<file path="config.mk">
export PLATFORM = sky130hd
export DESIGN_NAME = ml_llr_buffer
export DESIGN_NICKNAME = d
export VERILOG_FILES = /design/src/rtl/ml_data_pkg.sv /design/src/rtl/ml_llr_buffer.sv
export VERILOG_INCLUDE_DIRS = /design/src /design/src/rtl
export SDC_FILE = /design/constraint.sdc
export NUM_CORES = 1
export LEC_CHECK = 0
export BUFFER_PORTS_ARGS = -buffer_cell sky130_fd_sc_hd__buf_2
export CORE_UTILIZATION = 35
export DETAILED_ROUTE_END_ITERATION = 10
export MAX_ROUTING_LAYER = met4
export PLACE_DENSITY = 0.51
export REMOVE_ABC_BUFFERS = 1
export SLEW_MARGIN = 5
export SYNTH_ARGS = -nofsm -noshare
export SYNTH_HDL_FRONTEND = slang
export SYNTH_SLANG_ARGS = --single-unit
</file>
<file path="constraint.sdc">
create_clock -name i_clk -period 5.1 [get_ports i_clk]
set_input_delay 1.02 -clock i_clk [delete_from_list [all_inputs] [get_ports i_clk]]
set_output_delay 1.02 -clock i_clk [all_outputs]
set_load 0.05 [all_outputs]
</file>
<file path="src/rtl/ml_demod_cfg.svh">
`ifndef ML_DEMOD_CFG_SVH
`define ML_DEMOD_CFG_SVH

// received vector and channel matrix format
`define ML_SAMPLE_W         20
`define ML_NUM_STREAMS      4

// candidate search
`define ML_NUM_BITS         8
`define ML_CANDS_PER_CYCLE  4
`define ML_SEARCH_CYCLES    64

// metric datapath widths
`define ML_ROWSUM_W         23
`define ML_SCALE_SQRT2      181   // sqrt2 in 1.7 format
`define ML_DIFF_W           24
`define ML_SQ_IN_W          13
`define ML_METRIC_W         28

// soft output
`define ML_LLR_W            8
`define ML_LLR_SHIFT        6
`define ML_BUF_FRAMES       4

`endif

</file>
<file path="src/rtl/ml_data_pkg.sv">
`include "ml_demod_cfg.svh"

package ml_data_pkg;

    // one real or imaginary part of y or R
    typedef logic signed [`ML_SAMPLE_W-1:0] sample_t;

    // squared distance of one candidate
    typedef logic signed [`ML_METRIC_W-1:0] metric_t;

    // start value of every running minimum
    localparam metric_t METRIC_MAX = {1'b0, {(`ML_METRIC_W-1){1'b1}}};

    typedef logic signed [`ML_LLR_W-1:0] llr_t;

    // full candidate index, two sign bits per stream
    typedef logic [`ML_NUM_BITS-1:0] cand_idx_t;

    // group of candidates handled in one cycle
    typedef logic [$clog2(`ML_SEARCH_CYCLES)-1:0] cand_base_t;

    // slot b holds the llr of bit b
    typedef llr_t [`ML_NUM_BITS-1:0] llr_vec_t;

endpackage

</file>
<file path="src/rtl/ml_llr_buffer.sv">
`include "ml_demod_cfg.svh"

module ml_llr_buffer (
    input  logic                  i_clk,
    input  logic                  i_reset,
    input  logic                  i_wr,
    input  ml_data_pkg::llr_vec_t i_llr_vec,
    input  logic                  i_rd_rdy,
    output logic                  o_rd_vld,
    output ml_data_pkg::llr_t     o_llr,
    output logic                  o_has_room
);

    localparam int FRAMES = `ML_BUF_FRAMES;
    localparam int SLOT_W = $clog2(`ML_NUM_BITS);
    localparam int FR_W   = $clog2(FRAMES);
    localparam int RD_W   = FR_W + SLOT_W;
    localparam int CNT_W  = $clog2(FRAMES + 1);

    ml_data_pkg::llr_vec_t frames [FRAMES];
    logic [FR_W-1:0]       wr_ptr;      // next frame slot to fill
    logic [RD_W-1:0]       rd_ptr;      // frame in upper bits, llr slot in lower bits
    logic [CNT_W-1:0]      count;       // frames not yet fully read
    logic                  rd_fire;
    logic                  frame_done;

    assign o_rd_vld   = (count != '0);
    assign o_has_room = (count < CNT_W'(FRAMES));
    assign o_llr      = frames[rd_ptr[RD_W-1:SLOT_W]][rd_ptr[SLOT_W-1:0]];
    assign rd_fire    = o_rd_vld && i_rd_rdy;
    assign frame_done = rd_fire && (rd_ptr[SLOT_W-1:0] == SLOT_W'(`ML_NUM_BITS - 1));

    always_ff @(posedge i_clk) begin
        if (i_wr) begin
            frames[wr_ptr] <= i_llr_vec;
        end
    end

    always_ff @(posedge i_clk or posedge i_reset) begin
        if (i_reset) begin
            wr_ptr <= '0;
            rd_ptr <= '0;
            count  <= '0;
        end else begin
            if (i_wr) begin
                wr_ptr <= (wr_ptr == FR_W'(FRAMES - 1)) ? '0 : wr_ptr + 1'b1;
            end
            if (rd_fire) begin
                rd_ptr <= (rd_ptr == RD_W'(FRAMES * `ML_NUM_BITS - 1)) ? '0 : rd_ptr + 1'b1;
            end
            count <= count + CNT_W'(i_wr) - CNT_W'(frame_done);
        end
    end

endmodule

</file>
==> flow_summary.ini <==
[outcome]
status = finished, final reports clean

[floorplan]
io_pins = 78
start_util = 0.355
die_width_um = 175
rows = 63
die_h_um = 175
core_area_um2 = 29600
die_area_um2 = 30800

[drt]
routedWlPerCell_um = 21.5
via_per_inst = 4.98
firstDrtPassIters = 4
drc = 0
drt_wl_total_mm = 21.9
ant_nets = 0
drt-initial-drc-count = 360
vias = 5087

[power]
netSwitchingPower_uw = 2150
pwr-share-comb = 0.260
p_int_uw = 4650
power_density_nw_per_um2 = 560
ir_drop_mv = 0.253
leakagePower_uw = 0.00435
p_seq_frac = 0.448
clock_power_share = 0.292
swShare = 0.317

[yosys]
avgSynthCellArea_um2 = 20.4
synthFlopType = edfxtp_1
yosys_warnings = 0
synth_top_area_share = 0.730
ys_types = 39
yosys.area.top_type = edfxtp_1
yosysSeqAreaShare = 0.754
ys_async_sr_fraction = 0.0376
syn_area_um2 = 10500
synth_area_leaders = edfxtp_1, mux2i_1, mux4_2
ys_ff_latch = 266
postSynthCellCount = 515
synth_enable_flop_cells = 256

[final_layout]
layout_common_cells = edfxtp_1, buf_2, mux2i_1
nNetsFinal = 684
postLayoutCellArea_um2 = 12100
multiInputGateArea_um2 = 2280
seqCellArea_um2 = 7940
layout_commonest_cell = edfxtp_1
fillCellCount = 2676
area_growth_pct = 15.4
final_cells = 1021
drive_above_1_share = 0.256
fin_util = 0.410

[critical_path]
timing.rr.start = rd_ptr[1]
cpPeakStageDelay_ps = 820
reg2reg_slack_ps = 2520
crit_chain = buf_4, nand3b_4, o22ai_1, a211oi_1, a22oi_1, buf_2
arrival_ps = 3130
crit_path_end = o_llr[2]
criticalPathCategory = flop to output port
cp_max_fo = 35
crit_start = rd_ptr[4]
r2r-end = count[2]
reg2regPathDepth = 9
end_kind = output port
cp.required_ps = 4080
cpMaxStageDelayCell = dfrtp_4
worstSetupStartpointType = flop

[placement]
place_area_um2 = 11200
dp_cells = 966
routabilityCongestion = 0.703
io_buffers = 77
hpwl_mm = 12.9

[clocking]
ctsLongestPathBuffers = 3
hold_buffers = 0
clk_latency_ps = 540
cts_root_buffer = clkbuf_16
clkTransAtPathRegs_ps = 60
cts_setup_buffers = 0
cts_inserted_buffers = 28
cts_resized = 0
clock_sinks = 266
cts_htree_levels = 1
cts_tree = built

[global_routing]
grt_usage = 0.150
grt_pass1_wl_mm = 33.6
grt_max_degree = 65
overflow = 0
grt_pass1_vias = 5487
antenna_found_initial = 2

[sta]
fin_tns_setup_ps = 0
final_max_slew_viol_count = 0
min_period_ps = 4150
final-setup-viol-count = 0
worst_pin_slew_ps = 1050
finalCritPeriodShare = 0.814
max_freq_mhz = 241
fin_hold_ws_ps = 497
finalHoldViolCount = 0
fin_skew_ps = 16.6
rsz0062_at_grt = no
slew_headroom = 0.301

[min_path]
worstHoldPathType = primary input to async pin

[run]
cap_violations = 0
==> worst max-delay path, delay by kind of cell (launching register included) <==
family | cells | cell delay (ps)
flip-flops | 1 | 820
AO/OA/AOI/OAI | 3 | 700
buffers and inverters | 2 | 670
AND/OR/NAND/NOR | 1 | 360
==> cells in the mapped netlist (2+ instances only) <==
cell type  count
mux4_2        18
dfrtp_1       10
o21ai_0       17
a22oi_1        8
edfxtp_1     256
mux2i_1       64
nor2b_1        2
o221ai_1       8
a211oi_1       5
and3_1         2
buf_2          6
ha_1           9
clkbuf_1       4
nor3_1         2
inv_1          8
and2_1         4
nand2_1        5
buf_6          8
o22ai_1        8
a221oi_1      16
o21ai_1        4
nand3_1        3
mux4_1        14
nor2_1         2
buf_4          2
a211oi_2       3
buf_12         6
a21oi_1        9
nand2b_1       2
==> power groups by stage <==
stage	combinational [µW]	sequential, µW	clock [µW]
finish	1770	3050	1980
global route	1920	3090	2120
CTS	1810	3060	2030
detailed placement	1810	3100	0
global placement	1780	3080	0
floorplan	1190	3100	0
==> sequential cells by signal, summed over array words and instances, names as in the netlist <==
register / flops
count: 3
frames: 256
wr_ptr: 2
rd_ptr: 5
==> cell families after synthesis <==
logic type / Yosys count / share of synthesized area
compound gates: 80 / 0.0537
flops: 266 / 0.754
simple gates: 23 / 0.0127
fa+ha+maj: 10 / 0.0126
mux: 97 / 0.135
xor+xnor: 2 / 0.00166
buf+inv: 37 / 0.0297
==> metrics by stage <==
| stage | worst slack (ps) | power (µW) |
|---|---|---|
| floorplan | -33.4 | 4290 |
| global placement | 1490 | 4860 |
| finish | 949 | 6800 |
| CTS | 889 | 6900 |
| global route | 753 | 7130 |
| detailed placement | 1460 | 4920 |
==> area by class of cell <==
type / count / share of cell area
Clock inverter: 18 / 0.0133
Tap cell: 390 / 0.0402
Clock buffer: 34 / 0.0613
Sequential cell: 266 / 0.654
Multi-Input combinational cell: 212 / 0.188
Timing Repair Buffer: 89 / 0.0402
Antenna cell: 3 / 0.000618
Inverter: 9 / 0.00278
==> worst min path at each step <==
stage	start	to	slack, ps	depth (start not counted)
finish	i_reset	count[1]	500	2
global route	i_reset	wr_ptr[0]	500	2
CTS	i_reset	count[2]	480	2
detailed placement	wr_ptr[0]	wr_ptr[0]	630	3
global placement	wr_ptr[0]	wr_ptr[0]	580	3
floorplan	wr_ptr[0]	wr_ptr[0]	560	3
==> routing by layer <==
layer,GRT usage,vias to the layer above,wire [µm]
li1,-,2337,-
met4,0.0370,0,377
met3,0.0271,32,967
met2,0.245,96,10800
met5,-,-,0
met1,0.195,2622,9730
Power figures use the tool's default switching activity.
