### src/rtl/ml_demod_cfg.svh
`ifndef ML_DEMOD_CFG_SVH
`define ML_DEMOD_CFG_SVH

// received vector and channel matrix format
`define ML_SAMPLE_W         20
`define ML_NUM_STREAMS      4

// candidate search
`define ML_NUM_BITS         8
`define ML_CANDS_PER_CYCLE  4
`define ML_SEARCH_CYCLES    64

// metric datapath widths
`define ML_ROWSUM_W         23
`define ML_SCALE_SQRT2      181   // sqrt2 in 1.7 format
`define ML_DIFF_W           24
`define ML_SQ_IN_W          13
`define ML_METRIC_W         28

// soft output
`define ML_LLR_W            8
`define ML_LLR_SHIFT        6
`define ML_BUF_FRAMES       4

`endif

### src/rtl/ml_ctrl_pkg.sv
package ml_ctrl_pkg;

    // search engine state
    typedef enum logic {
        ST_IDLE,
        ST_SEARCH
    } search_state_t;

endpackage

### src/rtl/ml_data_pkg.sv
`include "ml_demod_cfg.svh"

package ml_data_pkg;

    // one real or imaginary part of y or R
    typedef logic signed [`ML_SAMPLE_W-1:0] sample_t;

    // squared distance of one candidate
    typedef logic signed [`ML_METRIC_W-1:0] metric_t;

    // start value of every running minimum
    localparam metric_t METRIC_MAX = {1'b0, {(`ML_METRIC_W-1){1'b1}}};

    typedef logic signed [`ML_LLR_W-1:0] llr_t;

    // full candidate index, two sign bits per stream
    typedef logic [`ML_NUM_BITS-1:0] cand_idx_t;

    // group of candidates handled in one cycle
    typedef logic [$clog2(`ML_SEARCH_CYCLES)-1:0] cand_base_t;

    // slot b holds the llr of bit b
    typedef llr_t [`ML_NUM_BITS-1:0] llr_vec_t;

endpackage

### src/rtl/ml_search_ctrl.sv
`include "ml_demod_cfg.svh"

module ml_search_ctrl (
    input  logic                    i_clk,
    input  logic                    i_reset,
    input  logic                    i_trig,
    input  logic                    i_has_room,
    output logic                    o_load,
    output ml_data_pkg::cand_base_t o_cand_base,
    output logic                    o_step,
    output logic                    o_last
);

    localparam ml_data_pkg::cand_base_t LAST_GROUP =
        ml_data_pkg::cand_base_t'(`ML_SEARCH_CYCLES - 1);

    ml_ctrl_pkg::search_state_t state;
    ml_data_pkg::cand_base_t    cnt;     // current candidate group

    // trigger only counts when idle and a result slot is free
    assign o_load      = (state == ml_ctrl_pkg::ST_IDLE) && i_trig && i_has_room;
    assign o_step      = (state == ml_ctrl_pkg::ST_SEARCH);
    assign o_last      = o_step && (cnt == LAST_GROUP);
    assign o_cand_base = cnt;

    always_ff @(posedge i_clk or posedge i_reset) begin
        if (i_reset) begin
            state <= ml_ctrl_pkg::ST_IDLE;
            cnt   <= '0;
        end else begin
            case (state)
                ml_ctrl_pkg::ST_IDLE: begin
                    if (o_load) begin
                        state <= ml_ctrl_pkg::ST_SEARCH;
                        cnt   <= '0;
                    end
                end
                ml_ctrl_pkg::ST_SEARCH: begin
                    cnt <= cnt + 1'b1;
                    if (o_last) begin
                        state <= ml_ctrl_pkg::ST_IDLE;  // frame goes out on this edge
                    end
                end
                default: state <= ml_ctrl_pkg::ST_IDLE;
            endcase
        end
    end

endmodule

### config.mk
export PLATFORM = sky130hd
export DESIGN_NAME = ml_search_ctrl
export DESIGN_NICKNAME = d
export VERILOG_FILES = /design/src/rtl/ml_ctrl_pkg.sv /design/src/rtl/ml_data_pkg.sv /design/src/rtl/ml_search_ctrl.sv
export VERILOG_INCLUDE_DIRS = /design/src /design/src/rtl
export SDC_FILE = /design/constraint.sdc
export NUM_CORES = 1
export LEC_CHECK = 0
export ABC_AREA = 1
export BUFFER_PORTS_ARGS = -buffer_cell sky130_fd_sc_hd__buf_4
export CELL_PAD_IN_SITES_DETAIL_PLACEMENT = 0
export CELL_PAD_IN_SITES_GLOBAL_PLACEMENT = 1
export CORE_AREA = 2 2 39 41
export CTS_CLUSTER_SIZE = 20
export DETAILED_ROUTE_END_ITERATION = 10
export DIE_AREA = 0 0 41 43
export MAX_ROUTING_LAYER = met4
export PLACE_DENSITY = 0.65
export SLEW_MARGIN = 20
export SYNTH_ARGS = -nofsm -noshare
export SYNTH_HDL_FRONTEND = slang
export SYNTH_SLANG_ARGS = --single-unit
### constraint.sdc
create_clock -name i_clk -period 3.4 [get_ports i_clk]
set_clock_uncertainty 0.15 [all_clocks]
set_input_delay 0.51 -clock i_clk [delete_from_list [all_inputs] [get_ports i_clk]]
set_output_delay 0.51 -clock i_clk [all_outputs]
set_load 0.05 [all_outputs]
==> metrics.json <==
{
  "cells_and_area": {
    "nNetsFinal": 67,
    "antenna_diode_instance_count": 0,
    "post_route_cells_drive_above_1_share_pct": 29.51,
    "finalNonFillerCells": 77,
    "syn_to_final_growth_pct": 38.65,
    "finalInstanceArea_um2": 489.2,
    "nFillCells": 156
  },
  "global_routing": {
    "grt_start_max_net_pins": 9,
    "grt_first_pass_wirelength_mm": 1.276,
    "grt_overflow": 0,
    "grt_pass1_vias": 316,
    "grt_antenna_before_repair": 0,
    "globalRouteTotalUtil_pct": 11.11
  },
  "timing": {
    "unrepaired_setup_endpoints_after_global_routing": "false",
    "post-route-period-util_pct": 58.87,
    "timing.final.max_slew_violations": 0,
    "slew_worst_pin_ns": 0.3318,
    "final_critical_period_ns": 2.002,
    "fin_hold_ws_ns": 0.04343,
    "fmax_mhz": 499.6,
    "relSlewSlack_pct": 77.88,
    "setup_tns_ns": 0,
    "setup_viol": 0,
    "final_hold_viol_count": 0
  },
  "setup_path": {
    "critPathKind": "reg2out",
    "timing.critical_path.to": "o_last",
    "critical_path_peak_fanout": 5,
    "delay_contributed_by_the_slowest_stage_of_the_critical_path_ns": 0.40,
    "origin_of_the_worst_setup_path": "o_cand_base[0]$_DFFE_PP0P_",
    "worstSetupEndpointType": "output pin",
    "reg2reg_slack_ns": 2.20,
    "timing.critical_path.required_ns": 2.74,
    "worstPathArrival_ns": 1.34,
    "critical_path.startpoint_type": "flop",
    "reg2reg_to": "o_step$_DFF_PP0_",
    "worstPathCellList": "ha_1 > nand3_1 > nor2_1 > buf_4",
    "crit_slowest_cell": "sky130_fd_sc_hd__dfrtp_1",
    "critical_path.reg2reg.startpoint": "o_cand_base[0]$_DFFE_PP0P_",
    "timing.reg2reg.worst_path_depth": 4
  },
  "floorplan": {
    "area_enclosed_by_the_die_boundary_mm2": 0.001763,
    "design.portCount": 13,
    "initial_utilization_pct": 25.50,
    "dieWidth_um": 41,
    "chipHeight_um": 43,
    "core.rowCount": 14,
    "core_region_area_mm2": 0.001384
  },
  "clocking": {
    "post_cts_hold_buffer_count": 0,
    "cts_buffers": 3,
    "clkTransAtPathRegs_ns": 0.06,
    "buffer_cell_driving_the_clock_tree_root": "sky130_fd_sc_hd__clkbuf_4",
    "clock_latency_ns": 0.25,
    "cts_max_path_buffers": 2,
    "cts_htree_levels": 1,
    "cts.repair.resized": 0,
    "cts_tree": "done",
    "count_of_clock_tree_sinks": 7,
    "cts.repair_timing.setup_buffer_count": 0
  },
  "status": {
    "run_status": "complete, no violations"
  },
  "min_path": {
    "hold_class": "in2async"
  },
  "placement": {
    "place_inst": 73,
    "buffer_ports.inserted": 12,
    "detailed_place_hpwl_um": 595.7,
    "gp_congestion": 0.7465,
    "placedInstanceArea_um2": 462.9
  },
  "synth": {
    "synth_fp_nets": 50,
    "synth.ff_latch_count": 7,
    "yosysMostFrequentCell": "sky130_fd_sc_hd__nand2_1",
    "synth_cells": 45,
    "synth.yosys.warnings": 0,
    "async_flop_share_pct": 100.0,
    "synth_enable_flop_cells": 0,
    "cell_area_after_synthesis_um2": 352.8,
    "synth_top_area_cell": "sky130_fd_sc_hd__dfrtp_1",
    "ys_top_cells_by_area": "sky130_fd_sc_hd__dfrtp_1 (50%), sky130_fd_sc_hd__nand2_1 (16%), sky130_fd_sc_hd__nand3_1 (7.1%)",
    "synth_cell_types": 12,
    "post_synth.cell_area_avg_um2": 7.841,
    "sequential_element_share_of_the_synthesized_area_pct": 49.65,
    "synth_largest_type_area_fraction_pct": 49.65,
    "netlist_top_cells_count": "sky130_fd_sc_hd__nand2_1 (15), sky130_fd_sc_hd__dfrtp_1 (7), sky130_fd_sc_hd__inv_1 (6)",
    "yosys_most_used_dff": "sky130_fd_sc_hd__dfrtp_1"
  },
  "run": {
    "max-cap-violations": 0
  },
  "routing": {
    "wirelength_um": 773,
    "firstDrtPassIters": 2,
    "vias": 323,
    "ant_nets": 0,
    "first_iter_violations": 8,
    "remaining_drc_errors": 0,
    "routed_wire_length_per_instance_um": 10.04,
    "detail_route.vias_per_cell": 4.195
  }
}
## how the worst min path moves through the flow
stage               startpoint                          to  slack, ns  cells past startpoint
finish                 i_reset  o_cand_base[0]$_DFFE_PP0P_       0.04                      2
global route           i_reset  o_cand_base[2]$_DFFE_PP0P_       0.07                      2
CTS                    i_reset  o_cand_base[2]$_DFFE_PP0P_       0.04                      2
detailed placement     i_reset  o_cand_base[2]$_DFFE_PP0P_       0.32                      2
global placement       i_reset  o_cand_base[0]$_DFFE_PP0P_       0.33                      2
floorplan              i_reset  o_cand_base[0]$_DFFE_PP0P_       0.16                      1
## state kept, by name (all words and copies together) (netlist names)
| register | count |
|---|---|
| o_step | 1 |
| o_cand_base | 6 |
## area by class of cell
type                       count  area (um2)  share of cell area [%]
inverter                       6       22.52                   4.604
clock buffer                   4       26.28                   5.371
sequential                     7       175.2                   35.81
tap                           16       20.02                   4.092
timing repair buffer          12       90.09                   18.41
multi-input combinational     32       155.1                   31.71
## metrics by stage
| step | utilization, % | setup slack, ns |
|---|---|---|
| after global routing | 35.35 | 1.279 |
| after CTS | 35.35 | 1.393 |
| after detailed placement | 33.45 | 1.683 |
| after global placement | 33.45 | 1.706 |
| final | 35.35 | 1.398 |
| after floorplan | - | 1.015 |
## logic make-up (layout without fill, tap and decap cells)
group,after synthesis,in the layout,share of synthesized area [%]
AO/OA/AOI/OAI,4,4,5.674
adder cells (fa/ha/maj),1,1,3.546
buffers and inverters,6,22,6.383
flip-flops,7,7,49.65
AND/OR/NAND/NOR,27,27,34.75
## metal layers
metal,up-vias,global-route usage (%),share of wire (%)
li1,173,-,-
met1,145,14.90,51
met2,5,14.69,45
met3,0,0,3.8
met4,0,10.00,0
met5,-,-,0
## layout by cell type, fill, tap and decap left out, drive strengths merged
master and n:
nand2 16, buf 12, dfrtp 7, inv 6
nand3 6, nor2 4, clkbuf 4, a21oi 2
o21ai 2, nor3b 1, ha 1
## critical path, delay by kind of cell, from the launching register on
kind	cells	cell delay, ns
fa+ha+maj	1	0.21
simple gates	2	0.26
buf+inv	1	0.22
flops	1	0.40
Power is left out: the tool's default activity adds up to more than one toggle a clock period on the data nets, which glitch-free logic cannot reach.
