`config.mk`:
```
export PLATFORM = sky130hd
export DESIGN_NAME = ml_input_regs
export DESIGN_NICKNAME = d
export VERILOG_FILES = /design/src/rtl/ml_data_pkg.sv /design/src/rtl/ml_input_regs.sv
export VERILOG_INCLUDE_DIRS = /design/src /design/src/rtl
export SDC_FILE = /design/constraint.sdc
export NUM_CORES = 1
export LEC_CHECK = 0
export BUFFER_PORTS_ARGS = -buffer_cell sky130_fd_sc_hd__buf_2
export CORE_AREA = 2 2 371 373
export DETAILED_ROUTE_END_ITERATION = 10
export DIE_AREA = 0 0 373 375
export PLACE_DENSITY = 0.32
export RECOVER_POWER = 50
export SYNTH_ARGS = -nofsm -noshare
export SYNTH_HDL_FRONTEND = slang
export SYNTH_SLANG_ARGS = --single-unit
```
`constraint.sdc`:
```
create_clock -name i_clk -period 16.68 [get_ports i_clk]
set_input_delay 0.834 -clock i_clk [delete_from_list [all_inputs] [get_ports i_clk]]
set_output_delay 0.834 -clock i_clk [all_outputs]
set_load 0.01 [all_outputs]
```
`src/rtl/ml_demod_cfg.svh`:
```
`ifndef ML_DEMOD_CFG_SVH
`define ML_DEMOD_CFG_SVH

// received vector and channel matrix format
`define ML_SAMPLE_W         20
`define ML_NUM_STREAMS      4

// candidate search
`define ML_NUM_BITS         8
`define ML_CANDS_PER_CYCLE  4
`define ML_SEARCH_CYCLES    64

// metric datapath widths
`define ML_ROWSUM_W         23
`define ML_SCALE_SQRT2      181   // sqrt2 in 1.7 format
`define ML_DIFF_W           24
`define ML_SQ_IN_W          13
`define ML_METRIC_W         28

// soft output
`define ML_LLR_W            8
`define ML_LLR_SHIFT        6
`define ML_BUF_FRAMES       4

`endif

```
`src/rtl/ml_data_pkg.sv`:
```
`include "ml_demod_cfg.svh"

package ml_data_pkg;

    // one real or imaginary part of y or R
    typedef logic signed [`ML_SAMPLE_W-1:0] sample_t;

    // squared distance of one candidate
    typedef logic signed [`ML_METRIC_W-1:0] metric_t;

    // start value of every running minimum
    localparam metric_t METRIC_MAX = {1'b0, {(`ML_METRIC_W-1){1'b1}}};

    typedef logic signed [`ML_LLR_W-1:0] llr_t;

    // full candidate index, two sign bits per stream
    typedef logic [`ML_NUM_BITS-1:0] cand_idx_t;

    // group of candidates handled in one cycle
    typedef logic [$clog2(`ML_SEARCH_CYCLES)-1:0] cand_base_t;

    // slot b holds the llr of bit b
    typedef llr_t [`ML_NUM_BITS-1:0] llr_vec_t;

endpackage

```
`src/rtl/ml_input_regs.sv`:
```
`include "ml_demod_cfg.svh"

module ml_input_regs (
    input  logic                                                 i_clk,
    input  logic                                                 i_reset,
    input  logic                                                 i_load,
    input  logic [2*`ML_NUM_STREAMS*`ML_SAMPLE_W-1:0]             i_y_hat,
    input  logic [`ML_NUM_STREAMS*`ML_NUM_STREAMS*`ML_SAMPLE_W-1:0] i_r,
    output ml_data_pkg::sample_t                                 o_y [2*`ML_NUM_STREAMS],
    output ml_data_pkg::sample_t                                 o_r [`ML_NUM_STREAMS*`ML_NUM_STREAMS]
);

    localparam int NUM_Y = 2 * `ML_NUM_STREAMS;               // re/im per stream
    localparam int NUM_R = `ML_NUM_STREAMS * `ML_NUM_STREAMS; // upper triangle, real diagonal
    localparam int W     = `ML_SAMPLE_W;

    // held for the whole search, only a load can change them
    always_ff @(posedge i_clk or posedge i_reset) begin
        if (i_reset) begin
            for (int k = 0; k < NUM_Y; k++) begin
                o_y[k] <= '0;
            end
            for (int k = 0; k < NUM_R; k++) begin
                o_r[k] <= '0;
            end
        end else if (i_load) begin
            for (int k = 0; k < NUM_Y; k++) begin
                o_y[k] <= i_y_hat[k*W +: W];  // stream k/2, re then im
            end
            // column order r11, r12, r22, r13, r23, r33, ...
            for (int k = 0; k < NUM_R; k++) begin
                o_r[k] <= i_r[k*W +: W];
            end
        end
    end

endmodule

```
==> results of run 1 <==
[placed cells by master (no fill, tap or decap)]
cell,n
mux2_1,200
buf_2,628
clkbuf_8,15
dfrtp_1,480
buf_4,4
clkbuf_1,356
clkinv_2,7
bufinv_16,3
buf_12,2
clkinv_8,1
diode_2,13
mux2_2,280
clkbuf_16,62
clkinvlp_2,1
[critical path: cells and delay by family]
kind,cells,cell delay (ns)
buffers and inverters,5,6.90
[registers in the layout, indices dropped and copies added, names as in the netlist]
signal  count
o_r       320
o_y       160
[cells in the mapped netlist]
cell	n	area (um^2)
buf_6	22	248
inv_1	1	3.75
mux2_2	280	3150
dfrtp_1	480	12000
buf_2	31	155
mux2_1	200	2250
[cell type report]
cell class,count,area (um^2)
clock buffers,96,1830
fillers,15124,110000
flip-flops and latches,480,12000
inverters,1,5.00
multi-input cells,480,5410
repair buffers,971,4480
well taps,1794,2240
clock inverters,11,141
diodes,13,32.5
[worst max path at each step]
stage               slack, ns       to    start  cells after the start
floorplan                2.45   o_r[0]  i_reset                      1
global placement        12.61   o_r[2]  i_reset                      5
detailed placement      12.51  o_r[67]  i_reset                      5
CTS                     13.23  o_r[67]  i_reset                      5
global route             7.76  o_r[86]  i_reset                      5
finish                   9.41  o_y[59]  i_reset                      5
[cell families (layout without fill, tap and decap cells)]
| group | after synthesis | after routing |
|---|---|---|
| mux | 480 | 480 |
| buf+inv | 54 | 1079 |
| flops | 480 | 480 |
| other cells | 0 | 13 |
[report_power, final]
| group | switching, mW | internal, mW |
|---|---|---|
| clock | 0.518 | 0.788 |
| sequential | 0.0644 | 1.28 |
| combinational | 0.230 | 0.190 |
[metrics by stage]
step                      power (mW)  hold slack, ns  util, %  instance area (um^2)
after detailed placement        1.82           0.469     18.0                 24600
after CTS                       3.17           0.300     19.5                 26600
after global routing            3.24           0.350     19.2                 26100
after floorplan                 1.56           0.529        -                 17800
final                           3.07           0.397     19.2                 26100
after global placement          1.81           0.463     18.0                 24600
[routing by layer]
| metal | global-route usage (%) | vias to the layer above | wire length, um |
|---|---|---|---|
| li1 | - | 5565 | - |
| met1 | 8.84 | 6243 | 22700 |
| met2 | 18.2 | 490 | 38800 |
| met3 | 3.19 | 108 | 4750 |
| met4 | 3.81 | 6 | 1950 |
| met5 | 0 | - | 28 |
==> impl_metrics.ini, run 1 <==
[synth]
synth_top_family_by_area = multiplexers
avgSynthCellArea_um2 = 17.6
yosys.area_share.simple_pct = 0
yosysUniqueCellTypes = 6
synthCells = 1014
synth_fa_ha_area_share_pct = 0
synthMuxAreaShare_pct = 30.3
yosys_warnings = 0
syn_nets = 1497
ys_seq_elements = 480
synth_compound_area_share_pct = 0
synth_xor_area_share_pct = 0
syn-cell-area_um2 = 17800
seq_area_frac_synth_pct = 67.4

[grt]
grt_usage_pct = 9.35
grt_overflow_total = 0
antenna_found_initial = 16
grt_pass1_wl_mm = 96.9
grt_pass1_vias = 13690
grt_max_degree = 164

[critical_path]
cp-end-kind = asynchronous set/reset pin
reg2reg_to = o_r[246]
arrival_ns = 7.93
cp_common_cell = buf_4
slowest_delay_ns = 2.57
cp_cell_sequence = buf_2, clkinvlp_2, clkbuf_1, buf_4, buf_4
slowest_stage = clkbuf_1
r2r_setup_slack_ns = 15.79
cp_data_required_time_ns = 17.34
regToRegStartpoint = o_r[246]
r2r_cells = 1
critical_path_class = in2async
critPathMaxFanout = 99
cp-start-kind = input pin

[sta]
worst_slack_ns = 9.41
finalHoldViolCount = 0
relSlewSlack_pct = -312
drv_slew = 399
finClkSkew_ns = 0
rsz0062_at_grt = no
max_clock_freq_mhz = 138
setup_viol = 0
tightest_slew_ns = 6.18
fin_crit_sh_pct = 43.6
tns_ns = 0
fin_crit_ns = 7.27

[floorplan]
dieWidth_um = 373
core_area_um2 = 136000
io_pins = 963
die_h_um = 375
die_area_um2 = 140000
start_util_pct = 13.1
core.rowCount = 136

[clocking]
clk_latency_ns = 0.64
hold_buffers = 0
cts_setup_buffers = 0
cts-resized-gates = 0
numCtsBuffers = 60
htree_levels = 2
path_clk_slew_ns = 0.06
tritoncts = built
clockBufferDepth = 3
clock-sinks = 480
clockRootBuffer = clkbuf_16

[power]
peakVddDrop_mv = 0.0715
power_density_nw_per_um2 = 118
p_leak_nw = 11.4

[worst_hold_path]
worstHoldStart = i_r[66]
hold_path_end = o_r[246]
hp-class = in2reg
min_path_cells = 2

[place]
portBuffers = 962
pre_cts_slack_ns = 12.51
gp_congestion = 0.786
place_inst = 3726
dp_hpwl_mm = 53.1

[run_status]
violations = max-capacitance violations, max-slew violations
status = finished, violations left

[detailed_routing]
first_pass_iters = 4
post_drt_wl_per_cell_um = 17.7
vias = 12412
vias_per_cell = 3.23
drt_iter0_drc = 373
postRouteAntennaNets = 0
wl_mm = 68.2
drc = 0

[cells_and_area]
layout.nets = 2477
synthToLayoutAreaGrowth_pct = 46.7
instances_no_fill = 3846
layout-drive-gt1-share_pct = 49.2

[flow_run]
cap_viol_max_count = 5
No activity file was read; power rests on OpenSTA's default activity.
==> inputs of run 2 (changes only) <==
PLACE_DENSITY = 0.33   (was 0.32)
clock period = 6 ns   (was 16.68 ns; I/O delays follow)
==> run 2 against run 1 <==
Effect of this change:
- the run still ends with max-capacitance violations, max-slew violations left
- critical path type is now in2reg
- non-clock buffer count grew 489
- sequential power grew to 2.8 times the previous value
- largest cell class unchanged
- clock skew is the same
- utilization grew 3.6 points
- cell count grew 13%
- flip-flop and latch count is the same
- die area is the same
- worst hold slack lost 0.089 ns
- via count grew 16%
- cell area grew 19%
- wire length grew 4.2%
==> impl_metrics.ini, run 2 (same netlist as run 1, synthesis figures left out) <==
[run_status]
status = finished, violations left
violations = max-capacitance violations, max-slew violations

[sta]
fin_crit_sh_pct = 58.8
tns_ns = 0
tightest_slew_ns = 3.36
relSlewSlack_pct = -124
rsz0062_at_grt = no
drv_slew = 264
holdWs_ns = 0.308
finalHoldViolCount = 0
fin_crit_ns = 3.53
finClkSkew_ns = 0
max_clock_freq_mhz = 284
setup_viol = 0

[cells_and_area]
final_area_um2 = 31000
mostFrequentLayoutCell = buf_2
nFillCells = 14753
reg.largest.list = o_r x320, o_y x160
top_register = o_r
synthToLayoutAreaGrowth_pct = 74.0
layout_common_cells = buf_2, dlygate4sd3_1, dfrtp_1
layout.nets = 2966
layout-drive-gt1-share_pct = 35.2
largest_register_ffs = 320

[clocking]
htree_levels = 2
cts-resized-gates = 0
clock-sinks = 480
numCtsBuffers = 60
cts_setup_buffers = 0
path_clk_slew_ns = 0.06
clockBufferDepth = 3
hold_buffers = 481
tritoncts = built
clk_latency_ns = 0.63
clockRootBuffer = clkbuf_16

[detailed_routing]
post_drt_wl_per_cell_um = 16.4
vias = 14393
first_pass_iters = 4
vias_per_cell = 3.32
drc = 0
postRouteAntennaNets = 0
wl_mm = 71.1
drt_iter0_drc = 374

[grt]
grt_usage_pct = 9.78
grt_overflow_total = 0
antenna_found_initial = 4
grt_pass1_wl_mm = 104
grt_pass1_vias = 16180
grt_max_degree = 147

[flow_run]
cap_viol_max_count = 4

[worst_hold_path]
worstHoldStart = i_load
min_path_cells = 2
hp-class = in2reg
hold_path_end = o_y[82]

[power]
p_leak_nw = 13.2
power_density_nw_per_um2 = 290
fin_total_pwr_mw = 8.98
peakVddDrop_mv = 0.196

[critical_path]
cp_data_required_time_ns = 6.50
r2r_cells = 1
critPathMaxFanout = 129
regToRegStartpoint = o_r[309]
critical_path_class = in2reg
cp-end-kind = register
cp-start-kind = input pin
critPathLaunch = i_load
reg2reg_to = o_r[309]
arrival_ns = 4.02
r2r_setup_slack_ns = 5.10

[floorplan]
core.rowCount = 136
io_pins = 963
die_h_um = 375
dieWidth_um = 373
core_area_um2 = 136000
start_util_pct = 13.1
die_area_um2 = 140000

[place]
portBuffers = 962
postPlaceCellArea_um2 = 24700
gp_congestion = 0.842
dp_hpwl_mm = 54.0
==> run 2: cell count changes in the layout (fill, tap and decap cells not counted) <==
cell           delta
dlygate4sd3_1   +481
buf_2           -130
clkbuf_1        +122
clkbuf_8          +7
diode_2           -7
buf_12            +3
clkinv_2          +3
bufinv_16         +2
buf_4             +1
buf_8             +1
clkbuf_2          +1
inv_6             +1
==> run 2: metal layers <==
layer	vias up	GRT usage, %	routed length [um]
li1	6534	-	-
met1	7139	10.2	25200
met2	578	18.1	37600
met3	140	2.96	5370
met4	2	3.97	2920
met5	-	0	13
==> run 2: power by group <==
group | total, mW | switching [mW] | internal (mW)
registers | 3.74 | 0.177 | 3.56
clock network | 3.82 | 1.46 | 2.36
logic | 1.43 | 0.710 | 0.715
==> run 2: worst max path at each step <==
stage | endpoint | slack, ns | depth (start not counted)
2_1_floorplan | o_r[0] | -0.80 | 1
3_3_place_gp | o_r[201] | 3.76 | 4
3_5_place_dp | o_r[201] | 3.70 | 4
4_1_cts | o_r[37] | 3.92 | 5
5_1_grt | o_r[123] | 2.19 | 3
6_report | o_r[129] | 2.47 | 3
==> run 2: area by class of cell <==
type                       instances  area, um^2  share of cell area (%)
antenna                            6        15.0                  0.0484
clock buffer                      93        1890                    6.09
clock inverter                    17         225                   0.726
inverter                           1        5.00                  0.0161
multi-input combinational        480        5410                    17.4
sequential                       480       12000                    38.7
tap                             1794        2240                    7.24
timing repair buffer            1460        9230                    29.7
==> run 2: worst max-delay path, stage by stage <==
cell and delay (ns):
buf_8 0.54, clkbuf_2 2.41, mux2_2 0.49
==> run 2: through the flow <==
step,instances,util (%),worst slack (ns)
2_1_floorplan,1014,-,-0.805
4_1_cts,4325,23.2,3.92
3_5_place_dp,3734,18.1,3.70
3_3_place_gp,3734,18.1,3.76
6_report,4331,22.8,2.47
5_1_grt,4325,22.7,2.19
